$ cat config.mk
export PLATFORM = sky130hd
export DESIGN_NAME = tile_top
export DESIGN_NICKNAME = d
export VERILOG_FILES = /design/src/common/tile_pkg.sv /design/src/logic/tile_alu.sv /design/src/fetch/fetch_stage.sv /design/src/logic/operand_stage.sv /design/src/execute/execute_stage.sv /design/src/logic/tile_top.sv
export VERILOG_INCLUDE_DIRS = /design/src /design/src/common
export SDC_FILE = /design/constraint.sdc
export NUM_CORES = 2
export LEC_CHECK = 0
export ABC_CLOCK_PERIOD_IN_PS = 9280
export BUFFER_PORTS_ARGS = -buffer_cell sky130_fd_sc_hd__buf_2
export CAP_MARGIN = 5
export CELL_PAD_IN_SITES_DETAIL_PLACEMENT = 1
export CELL_PAD_IN_SITES_GLOBAL_PLACEMENT = 1
export CORE_MARGIN = 2
export CORE_UTILIZATION = 30
export DETAILED_ROUTE_END_ITERATION = 6
export GPL_TIMING_DRIVEN = 0
export PLACE_DENSITY = 0.5
export REMOVE_ABC_BUFFERS = 1
export SLEW_MARGIN = 30
export SYNTH_ARGS = -nofsm -noshare
export SYNTH_HDL_FRONTEND = slang
export SYNTH_SLANG_ARGS = --single-unit
$ cat constraint.sdc
create_clock -name clk -period 9.28 [get_ports clk]
set_input_delay 0.928 -clock clk [delete_from_list [all_inputs] [get_ports clk]]
set_output_delay 0.928 -clock clk [all_outputs]
set_load 0.05 [all_outputs]
$ cat src/common/tile_macros.svh
`ifndef TILE_MACROS_SVH
`define TILE_MACROS_SVH

// Data width of one flit payload.
`define TILE_DATA_W 16

// Number of entries in the configuration store.
`define TILE_CFG_DEPTH 16

// Width of a configuration address.
`define TILE_PC_W 4

// Neighbor directions N, E, S, W.
`define TILE_NUM_DIRS 4

// Width of a source or route code.
`define TILE_SRC_W 3

`endif

$ cat src/common/tile_pkg.sv
`default_nettype none

`include "tile_macros.svh"

package tile_pkg;

	typedef logic [`TILE_DATA_W-1:0] data_t;
	typedef logic [`TILE_PC_W-1:0] pc_t;
	typedef logic [`TILE_SRC_W-1:0] src_t;
	typedef logic [`TILE_SRC_W-1:0] route_t;

	typedef struct packed {
		logic  valid;
		data_t data;
	} flit_t;

	// Source codes 0 to 3 select neighbors N, E, S, W.
	localparam src_t SRC_TREG = 3'd4;
	localparam src_t SRC_NONE = 3'd7;

	// Route codes 0 to 3 pass the captured neighbor input through.
	localparam route_t ROUTE_ALU = 3'd4;
	localparam route_t ROUTE_TREG = 3'd5;
	localparam route_t ROUTE_NONE = 3'd7;

	typedef enum logic [3:0] {
		op_nop,
		op_add,
		op_sub,
		op_mul,
		op_and,
		op_or,
		op_xor,
		op_shl,
		op_shr,
		op_sel,
		op_lt,
		op_set_loop
	} opcode_t;

	typedef struct packed {
		opcode_t                         opcode;
		src_t                            src_a;
		src_t                            src_b;
		src_t                            src_p;
		logic                            pred_inv;
		logic                            use_imm;
		logic                            treg_we;
		route_t [`TILE_NUM_DIRS-1:0]     route;
		data_t                           imm;
	} cfg_word_t;

	typedef struct packed {
		pc_t       addr;
		cfg_word_t word;
	} cfg_write_t;

	typedef struct packed {
		cfg_word_t                   word;
		flit_t                       a;
		flit_t                       b;
		flit_t                       p;
		flit_t [`TILE_NUM_DIRS-1:0]  flit_in;
	} operand_t;

	typedef struct packed {
		logic valid;
		pc_t  start;
		pc_t  end_;
	} loop_update_t;

endpackage

`default_nettype wire

$ cat src/logic/tile_alu.sv
`default_nettype none

module tile_alu import tile_pkg::*; (
	input  opcode_t i_op,
	input  data_t   i_a,
	input  data_t   i_b,
	output data_t   o_result
);

	logic [3:0] shamt;

	// Shift amount is b modulo 16.
	assign shamt = i_b[3:0];

	always_comb begin
		case (i_op)
			op_add: begin
				o_result = i_a + i_b;
			end
			op_sub: begin
				o_result = i_a - i_b;
			end
			op_mul: begin
				o_result = i_a * i_b;
			end
			op_and: begin
				o_result = i_a & i_b;
			end
			op_or: begin
				o_result = i_a | i_b;
			end
			op_xor: begin
				o_result = i_a ^ i_b;
			end
			op_shl: begin
				o_result = i_a << shamt;
			end
			op_shr: begin
				o_result = i_a >> shamt;
			end
			op_sel: begin
				o_result = i_a;
			end
			op_lt: begin
				o_result = data_t'(i_a < i_b);
			end
			default: begin
				o_result = '0;
			end
		endcase
	end

endmodule

`default_nettype wire

$ cat src/fetch/fetch_stage.sv
`default_nettype none

`include "tile_macros.svh"

module fetch_stage import tile_pkg::*; (
	input  logic         clk,
	input  logic         reset,
	input  logic         i_run,
	input  logic         i_cfg_req,
	input  cfg_write_t   i_cfg,
	output logic         o_cfg_ack,
	input  loop_update_t i_loop,
	output cfg_word_t    o_word,
	output logic         o_word_valid
);

	cfg_word_t cfg_mem [`TILE_CFG_DEPTH];
	pc_t pc;
	pc_t loop_start;
	pc_t loop_end;
	pc_t wrap_start;
	pc_t wrap_end;
	logic cfg_write;

	// Write on the first edge of a new request.
	assign cfg_write = i_cfg_req && !o_cfg_ack;

	always_ff @(posedge clk) begin
		if (reset) begin
			o_cfg_ack <= 1'b0;
		end else if (cfg_write) begin
			o_cfg_ack <= 1'b1;
		end else if (!i_cfg_req) begin
			o_cfg_ack <= 1'b0;
		end
	end

	always_ff @(posedge clk) begin
		if (cfg_write) begin
			cfg_mem[i_cfg.addr] <= i_cfg.word;
		end
	end

	// New bounds from execute already govern the wrap on this edge.
	assign wrap_start = i_loop.valid ? i_loop.start : loop_start;
	assign wrap_end = i_loop.valid ? i_loop.end_ : loop_end;

	always_ff @(posedge clk) begin
		if (reset) begin
			pc <= '0;
			loop_start <= '0;
			loop_end <= pc_t'(`TILE_CFG_DEPTH - 1);
			o_word_valid <= 1'b0;
		end else if (i_run) begin
			if (pc == wrap_end) begin
				pc <= wrap_start;
			end else begin
				pc <= pc_t'(pc + 1'b1);
			end
			if (i_loop.valid) begin
				loop_start <= i_loop.start;
				loop_end <= i_loop.end_;
			end
			o_word_valid <= 1'b1;
		end
	end

	always_ff @(posedge clk) begin
		if (i_run) begin
			o_word <= cfg_mem[pc];
		end
	end

endmodule

`default_nettype wire

$ cat src/logic/operand_stage.sv
`default_nettype none

`include "tile_macros.svh"

module operand_stage import tile_pkg::*; (
	input  logic                       clk,
	input  logic                       reset,
	input  logic                       i_run,
	input  cfg_word_t                  i_word,
	input  logic                       i_word_valid,
	input  flit_t [`TILE_NUM_DIRS-1:0] i_flit_in,
	input  flit_t                      i_treg,
	output operand_t                   o_opnd,
	output logic                       o_opnd_valid
);

	flit_t flit_a;
	flit_t flit_b;
	flit_t flit_p;

	// Unused or unknown codes give an invalid flit with zero data.
	function automatic flit_t pick_source(
		input src_t                       src,
		input flit_t [`TILE_NUM_DIRS-1:0] flits,
		input flit_t                      treg
	);
		flit_t sel;
		sel = '0;
		if (src < src_t'(`TILE_NUM_DIRS)) begin
			sel = flits[src[1:0]];
		end else if (src == SRC_TREG) begin
			sel = treg;
		end
		return sel;
	endfunction

	always_comb begin
		flit_a = pick_source(i_word.src_a, i_flit_in, i_treg);
		flit_p = pick_source(i_word.src_p, i_flit_in, i_treg);
		if (i_word.use_imm) begin
			flit_b.valid = 1'b1;
			flit_b.data = data_t'(i_word.imm);
		end else begin
			flit_b = pick_source(i_word.src_b, i_flit_in, i_treg);
		end
	end

	always_ff @(posedge clk) begin
		if (reset) begin
			o_opnd_valid <= 1'b0;
		end else if (i_run) begin
			o_opnd_valid <= i_word_valid;
		end
	end

	always_ff @(posedge clk) begin
		if (i_run) begin
			o_opnd.word <= i_word;
			o_opnd.a <= flit_a;
			o_opnd.b <= flit_b;
			o_opnd.p <= flit_p;
			o_opnd.flit_in <= i_flit_in;
		end
	end

endmodule

`default_nettype wire

$ cat src/execute/execute_stage.sv
`default_nettype none

`include "tile_macros.svh"

module execute_stage import tile_pkg::*; (
	input  logic                       clk,
	input  logic                       reset,
	input  logic                       i_run,
	input  operand_t                   i_opnd,
	input  logic                       i_opnd_valid,
	input  data_t                      i_result,
	output opcode_t                    o_alu_op,
	output data_t                      o_alu_a,
	output data_t                      o_alu_b,
	output flit_t                      o_treg,
	output loop_update_t               o_loop,
	output flit_t [`TILE_NUM_DIRS-1:0] o_flit_out
);

	cfg_word_t word;
	logic pred_pass;
	logic a_ok;
	logic b_ok;
	logic fire;
	flit_t res_flit;

	assign word = i_opnd.word;

	// Select falls back to b when a is missing.
	assign o_alu_op = word.opcode;
	assign o_alu_a = (word.opcode == op_sel && !i_opnd.a.valid) ? i_opnd.b.data : i_opnd.a.data;
	assign o_alu_b = i_opnd.b.data;

	assign pred_pass = (word.src_p == SRC_NONE) ||
		(i_opnd.p.valid && ((i_opnd.p.data != '0) ^ word.pred_inv));
	assign a_ok = (word.src_a == SRC_NONE) || i_opnd.a.valid;
	assign b_ok = (word.src_b == SRC_NONE && !word.use_imm) || i_opnd.b.valid;

	always_comb begin
		case (word.opcode)
			op_nop, op_set_loop: begin
				fire = 1'b0;
			end
			op_sel: begin
				fire = pred_pass && (i_opnd.a.valid || i_opnd.b.valid);
			end
			default: begin
				fire = pred_pass && a_ok && b_ok;
			end
		endcase
	end

	assign res_flit.valid = i_opnd_valid && fire;
	assign res_flit.data = res_flit.valid ? i_result : '0;

	always_ff @(posedge clk) begin
		if (reset) begin
			o_treg <= '0;
			o_loop <= '0;
			o_flit_out <= '0;
		end else if (i_run) begin
			if (i_opnd_valid && word.treg_we) begin
				o_treg <= res_flit;
			end
			// Bounds pulse lasts one run edge.
			o_loop.valid <= i_opnd_valid && word.opcode == op_set_loop;
			o_loop.start <= word.imm[3:0];
			o_loop.end_ <= word.imm[7:4];
			for (int d = 0; d < `TILE_NUM_DIRS; d++) begin
				if (!i_opnd_valid) begin
					o_flit_out[d] <= '0;
				end else if (word.route[d] < route_t'(`TILE_NUM_DIRS)) begin
					o_flit_out[d] <= i_opnd.flit_in[word.route[d][1:0]];
				end else if (word.route[d] == ROUTE_ALU) begin
					o_flit_out[d] <= res_flit;
				end else if (word.route[d] == ROUTE_TREG) begin
					o_flit_out[d] <= o_treg;
				end else begin
					o_flit_out[d] <= '0;
				end
			end
		end
	end

endmodule

`default_nettype wire

$ cat src/logic/tile_top.sv
`default_nettype none

`include "tile_macros.svh"

module tile_top import tile_pkg::*; (
	input  logic                       clk,
	input  logic                       reset,
	input  logic                       i_run,
	input  logic                       i_cfg_req,
	input  cfg_write_t                 i_cfg,
	output logic                       o_cfg_ack,
	input  flit_t [`TILE_NUM_DIRS-1:0] i_flit_in,
	output flit_t [`TILE_NUM_DIRS-1:0] o_flit_out
);

	cfg_word_t word;
	logic word_valid;
	operand_t opnd;
	logic opnd_valid;
	flit_t treg;
	loop_update_t loop_upd;
	opcode_t alu_op;
	data_t alu_a;
	data_t alu_b;
	data_t alu_result;

	fetch_stage u_fetch (
		.clk          (clk),
		.reset        (reset),
		.i_run        (i_run),
		.i_cfg_req    (i_cfg_req),
		.i_cfg        (i_cfg),
		.o_cfg_ack    (o_cfg_ack),
		.i_loop       (loop_upd),
		.o_word       (word),
		.o_word_valid (word_valid)
	);

	operand_stage u_operand (
		.clk          (clk),
		.reset        (reset),
		.i_run        (i_run),
		.i_word       (word),
		.i_word_valid (word_valid),
		.i_flit_in    (i_flit_in),
		.i_treg       (treg),
		.o_opnd       (opnd),
		.o_opnd_valid (opnd_valid)
	);

	tile_alu u_alu (
		.i_op     (alu_op),
		.i_a      (alu_a),
		.i_b      (alu_b),
		.o_result (alu_result)
	);

	execute_stage u_execute (
		.clk          (clk),
		.reset        (reset),
		.i_run        (i_run),
		.i_opnd       (opnd),
		.i_opnd_valid (opnd_valid),
		.i_result     (alu_result),
		.o_alu_op     (alu_op),
		.o_alu_a      (alu_a),
		.o_alu_b      (alu_b),
		.o_treg       (treg),
		.o_loop       (loop_upd),
		.o_flit_out   (o_flit_out)
	);

endmodule

`default_nettype wire

* Yosys cells after proc, flatten, opt, wreduce, memory -nomap -nowiden
Memory sizes are Yosys's and may differ from the RTL's. A register that Yosys moved wholly into a read port is not among the register bits.
Index checks and enable logic that the tools add are counted.
** Word-level totals
- Register bits :: 264
- Latch bits :: 0
- Bits in writable memories :: 704
- Bits in read-only memories :: 0
- Input bits :: 120
- Word-level logic and storage cells :: 167
- Memories :: 1
** Memories
- u_fetch.cfg_mem :: depth 16, width 44, read ports 1, clocked after Yosys merged registers in 1, wr ports 1, RTL line fetch_stage.sv:17 : cfg_word_t cfg_mem [`TILE_CFG_DEPTH];
** Operators by class
- $add $sub $neg :: 3
- $mul :: 1
- Div/mod/pow operators :: 0
- Magnitude comparators :: 15
- Equal/unequal tests :: 27
- Shift-type cells :: 2
- Mux-type cells :: 48
- Bitwise logic cells :: 4
- Reduce and logical (&&, ||, !) cells :: 21
** Operators by type and width (count)
- 2-to-1 mux 17 bit :: 29
- binary-select mux 17 bit (select 2 bit) :: 7
- one-hot mux 16 bit (10 select lines) :: 1
- 2-to-1 mux 16 bit :: 3
- equality test 3 bit (second input constant) :: 14
- less-than comparator 2 x 3 -> 1 bit (second input constant) :: 7
- less-than comparator 3 bit (second input constant) :: 7
- adder 16 bit :: 1
- bitwise AND 16 bit :: 1
- equality test 4 x 3 -> 1 bit (second input constant) :: 4
- equality test 4 bit (second input constant) :: 4
- less-than comparator 16 bit :: 1
- multiplier 16 x 16 -> 16 bit :: 1
- OR 16 bit :: 1
- nonzero test 16 bit :: 1
- left shift 16 x 4 -> 16 bit :: 1
- right shift 16 x 4 -> 16 bit :: 1
- subtractor 16 bit :: 1
- XOR 16 bit :: 1
- 2-to-1 mux 4 bit :: 3
- logical AND 1 bit :: 10
- equality test 4 x 2 -> 1 bit (second input constant) :: 2
- adder 4 x 1 -> 4 bit (second input constant) :: 1
- equality test 4 x 1 -> 1 bit (second input constant) :: 1
- other kinds (10) :: 18

* Longest topological paths before layout
- Word-level depth :: 12
- Mapped depth :: 35
- Depth with buffers taken out :: 30

* Hierarchy
A second synthesis with hierarchy kept.
** Unflattened totals
- Cells, all modules :: 3750
- Area total of the unflattened synthesis :: 51136.5 um^2
** By module, submodules not included
- fetch_stage :: instances 1, cells an instance 1455, area each 29027.8 um^2, sequential area each 22741.8 um^2
- execute_stage :: instances 1, cells an instance 850, area each 7548.5 um^2, sequential area each 1881.8 um^2
- tile_alu :: instances 1, cells an instance 1013, area each 7424.6 um^2, sequential area each 0.0 um^2
- operand_stage :: instances 1, cells an instance 432, area each 7135.6 um^2, sequential area each 4914.7 um^2

* Worst setup path before layout
OpenSTA, ideal clock, no wires.
- Kind :: register to register
- Start point :: register u_operand.o_opnd[160] (netlist name)
- End point :: register u_execute.o_flit_out[15] (netlist name)
- Setup time :: 0.078 ns
- Arrival time :: 6.639 ns
- Required time :: 9.202 ns
- Path slack :: 2.563 ns
- Stages on the path, launching flop included :: 29
- Clock period less this slack :: 6.717 ns
- Path through :: edfxtp_1 -> buf_6 -> nand4bb_4 -> or2_1 -> buf_6 -> buf_6 -> o21ai_2 -> clkbuf_1 -> nand2_1 -> xnor2_1 -> ha_1 -> a31oi_1 -> fa_1 -> fa_1 -> fa_1 -> inv_1 -> fa_1 -> inv_1 -> fa_1 -> inv_1 -> ha_1 -> a21o_1 -> a221o_1 -> a21o_1 -> a21oi_1 -> xnor2_1 -> o211ai_2 -> nand3b_1 -> a32oi_1
** On the way
- Longest elaborated chain between the ends :: 9
- Elaborated cells on any way between the ends :: 30
- Classes of those cells :: 2 x add/sub; 1 x mul; 11 x eq/ne; 2 x shift; 7 x mux; 3 x bitwise; 4 x reduce/logical
** RTL lines
- equality test 4 bit :: RTL line tile_alu.sv:16, execute_stage.sv:31, execute_stage.sv:40
- logical AND 1 bit :: RTL line execute_stage.sv:31 : assign o_alu_a = (word.opcode == op_sel && !i_opnd.a.valid) ? i_opnd.b.data : i_opnd.a.data;
- 2-to-1 mux 16 bit :: RTL line execute_stage.sv:31
- multiplier 16 x 16 -> 16 bit (tied with other cells) :: RTL line tile_alu.sv:24 : o_result = i_a * i_b;
- one-hot mux 16 bit (10 select lines) :: RTL line tile_alu.sv:16 : case (i_op)
- 2-to-1 mux 16 bit * :: RTL line execute_stage.sv:54 : assign res_flit.data = res_flit.valid ? i_result : '0;
- 2-to-1 mux 17 bit * :: RTL line execute_stage.sv:74 : end else if (word.route[d] == ROUTE_ALU) begin
- 2-to-1 mux 17 bit * :: RTL line execute_stage.sv:72 : end else if (word.route[d] < route_t'(`TILE_NUM_DIRS)) begin
- 2-to-1 mux 17 bit * :: RTL line execute_stage.sv:70 : if (!i_opnd_valid) begin
Mark *: on every way between the ends. The rest lies on a longest branch, timed or not.
A chain may end at the register's enable or synchronous reset.

* Final worst setup path
- Start point :: register u_operand.o_opnd[159] (netlist name)
- End point :: register u_execute.o_flit_out[32] (netlist name)
** On the way
- Longest elaborated chain between the ends :: 9
- Elaborated cells on any way between the ends :: 30
- Classes of those cells :: 2 x add/sub; 1 x mul; 11 x eq/ne; 2 x shift; 7 x mux; 3 x bitwise; 4 x reduce/logical
** RTL lines (RTL line)
- equality test 4 bit :: tile_alu.sv:16, execute_stage.sv:31, execute_stage.sv:40
- logical AND 1 bit :: execute_stage.sv:31
- 2-to-1 mux 16 bit :: execute_stage.sv:31
- multiplier 16 x 16 -> 16 bit (tied with other cells) :: tile_alu.sv:24
- one-hot mux 16 bit (10 select lines) :: tile_alu.sv:16
- 2-to-1 mux 16 bit * :: execute_stage.sv:54
- 2-to-1 mux 17 bit * :: execute_stage.sv:74
- 2-to-1 mux 17 bit * :: execute_stage.sv:72
- 2-to-1 mux 17 bit * :: execute_stage.sv:70
Marked as above.

==> impl_metrics.tcl <==
set metrics [dict create \
    fmax_mhz 112 \
    path_buf_inv 5 \
    syn_to_final_growth_pct 18.9 \
    numCtsBuffers 105 \
    cp.required_ns 9.92 \
    drive_gt1_share_pct 25.5 \
    start_util_pct 30.2 \
    cp-end-kind "register" \
    synth_common_cells "edfxtp_1 (903), mux4_2 (326), nand2_1 (246)" \
    dieArea_um2 167000 \
    placed_cells 5600 \
    grt-ovfl-total 0 \
    clk_latency_ns 0.73 \
    ant_nets 0 \
    pin_count 189 \
    synth_ff_type "edfxtp_1" \
    antenna_found_initial 32 \
    dr.pass1.iters 7 \
    cts-root-buf "clkbuf_16" \
    wl_um 173000 \
    cts.sinks 1012 \
    synth-edff-count 903 \
    avgSynthCellArea_um2 15.0 \
    relSlewSlack_pct 25.9 \
    synth_area_leaders "edfxtp_1 (55%), mux4_2 (15%), dfxtp_1 (4.4%)" \
    rows 148 \
    power_mw 12.3 \
    cts_max_level 3 \
    netlist.area_leader.share_pct 55.2 \
    design.core.area_um2 163000 \
    nFillCells 16600 \
    cts_tree "yes" \
    drt_iter0_markers 2911 \
    synth_cells 3278 \
    die_width_um 409 \
    grt_start_max_net_pins 85 \
    yosys_warnings 0 \
    start_kind "register" \
    status "complete, but fails checks" \
    hold_ws_ns 0.420 \
    final_nets 3839 \
    crit_slowest_cell "edfxtp_1" \
    critPathTopFamily "adder cells" \
    slew_viol_final 0 \
    finalSetupViolCount 0 \
    grt_pass1_wl_um 250000 \
    cpPeakStageDelay_ns 0.62 \
    maxCapViolations 0 \
    ys_seq_elements 1012 \
    peakVddDrop_mv 0.187 \
    critPathMaxFanout 36 \
    num_vias 31100 \
    tightestPinTransition_ns 1.11 \
    skew_ns 0.0415 \
    post_drt_wl_per_cell_um 29.9 \
    grt_pass1_vias 32900 \
    drc 2 \
    post-synth-top-count-cell "edfxtp_1" \
    period_minus_slack_ns 8.96 \
    dp_hpwl_um 127000 \
    clk_pin_slew_ns 0.06 \
    post-route-period-util_pct 96.6 \
    powerDensity_nw_per_um2 210 \
    ys_seq_area_share_pct 59.6 \
    portBuffers 188 \
    violations "DRC" \
    fin_cells 5799 \
    netlist_area_um2 49100 \
    p_leak_nw 20.0 \
    rsz0062_at_grt "false" \
    cp.arrival_ns 9.60 \
    crit_top_cell "fa_1" \
    place_congestion 0.906 \
    crit_type "reg2reg" \
    synth_top_cell_by_area "edfxtp_1" \
    clockBufferDepth 3 \
    hold_class "reg2reg" \
    final-hold-violation-count 0 \
    ys_types 82 \
    viasPerCell 5.37 \
    async_reset_ff_share_pct 0 \
    grtUsageTotal_pct 20.6 \
    die_h_um 409 \
]
## report_power, final
group	internal, mW	switching, mW
clock network	2.31	1.83
logic	1.10	1.82
registers	5.08	0.120
total	8.50	3.77
## layer usage
layer	track usage, %	vias to the layer above	wire length (um)
met3	4.44	253	10900
met1	28.4	16600	76500
met4	5.40	30	4720
met2	33.1	941	81100
li1	-	13300	-
met5	0	-	190
## cells by family after synthesis
group                    share of synthesized area [%]
adder cells (fa/ha/maj)                           5.87
flip-flops                                        59.6
AND/OR/NAND/NOR                                   5.51
buffers and inverters                             3.19
XOR/XNOR                                         0.876
multiplexers                                      16.9
AO/OA/AOI/OAI                                     7.99
## final timing paths
| check | start | to | slack, ns | cells after the start |
|---|---|---|---|---|
| setup / recovery | u_operand.o_opnd[159] | u_execute.o_flit_out[32] | 0.32 | 26 |
| hold / removal | u_fetch.o_word[26] | u_operand.o_opnd[145] | 0.42 | 0 |
| hold reg to reg | u_fetch.o_word[26] | u_operand.o_opnd[145] | 0.42 | 0 |
| setup reg to reg | u_operand.o_opnd[159] | u_execute.o_flit_out[32] | 0.32 | 26 |
## state kept, by name, indices dropped and copies added (netlist names)
signal and flops:
u_execute.o_loop 9, u_fetch.o_word_valid 1, u_execute.o_treg 17, u_fetch.o_word 44, u_fetch.o_cfg_ack 1, u_fetch.loop_start 4, u_fetch.cfg_mem 704, u_fetch.pc 4
u_fetch.loop_end 4, u_operand.o_opnd_valid 1, u_execute.o_flit_out 68, u_operand.o_opnd 155
## metrics by stage
| step | TNS [ns] | util (%) | worst slack (ns) | instance area (um^2) |
|---|---|---|---|---|
| 2_1_floorplan | 0 | - | 0.325 | 48300 |
| 3_3_place_gp | -415.77 | 31.9 | -3.80 | 52000 |
| 3_5_place_dp | -0.0250 | 33.8 | -0.0250 | 55000 |
| 4_1_cts | 0 | 35.9 | 0.0445 | 58400 |
| 5_1_grt | 0 | 35.9 | 0.0596 | 58400 |
| 6_report | 0 | 35.9 | 0.318 | 58400 |
## cell type report
type	count	area (um^2)	area share [%]
flip-flops and latches	1012	29300	50.2
multi-input cells	1862	18600	31.7
repair buffers	361	3770	6.44
clock buffers	137	2810	4.81
well taps	2175	2720	4.66
inverters	195	736	1.26
clock inverters	54	542	0.927
diodes	3	7.51	0.0128
## timing repair
action / CTS / global route
endpoints found under the setup margin: 1 / 9
cloned: 0 / 0
setup buffers: 1 / 3
gates resized for setup: 0 / 4
hold buffers: 0 / 0
## cells in the final DEF, fill, tap and decap left out, drive strengths merged, types with 8 or more instances in the layout
cell type / n
mux2i: 88
clkinv: 50
fa: 81
mux2: 8
a21oi: 114
ha: 101
xor2: 12
o21ai: 163
dfxtp: 109
buf: 361
a21o: 16
nand2: 246
mux4: 326
a22o: 8
a22oi: 39
and3: 11
xnor2: 32
nor2b: 12
a31oi: 18
a222oi: 31
o31ai: 18
nand4: 10
clkbuf: 137
o221ai: 8
edfxtp: 903
o22ai: 52
nor4: 10
nor3: 31
a221oi: 11
nand2b: 24
and2: 10
a211oi: 16
o21bai: 8
nand3: 19
inv: 191
nor2: 226
or3: 9
o211ai: 11
Power figures use the tool's default switching activity.
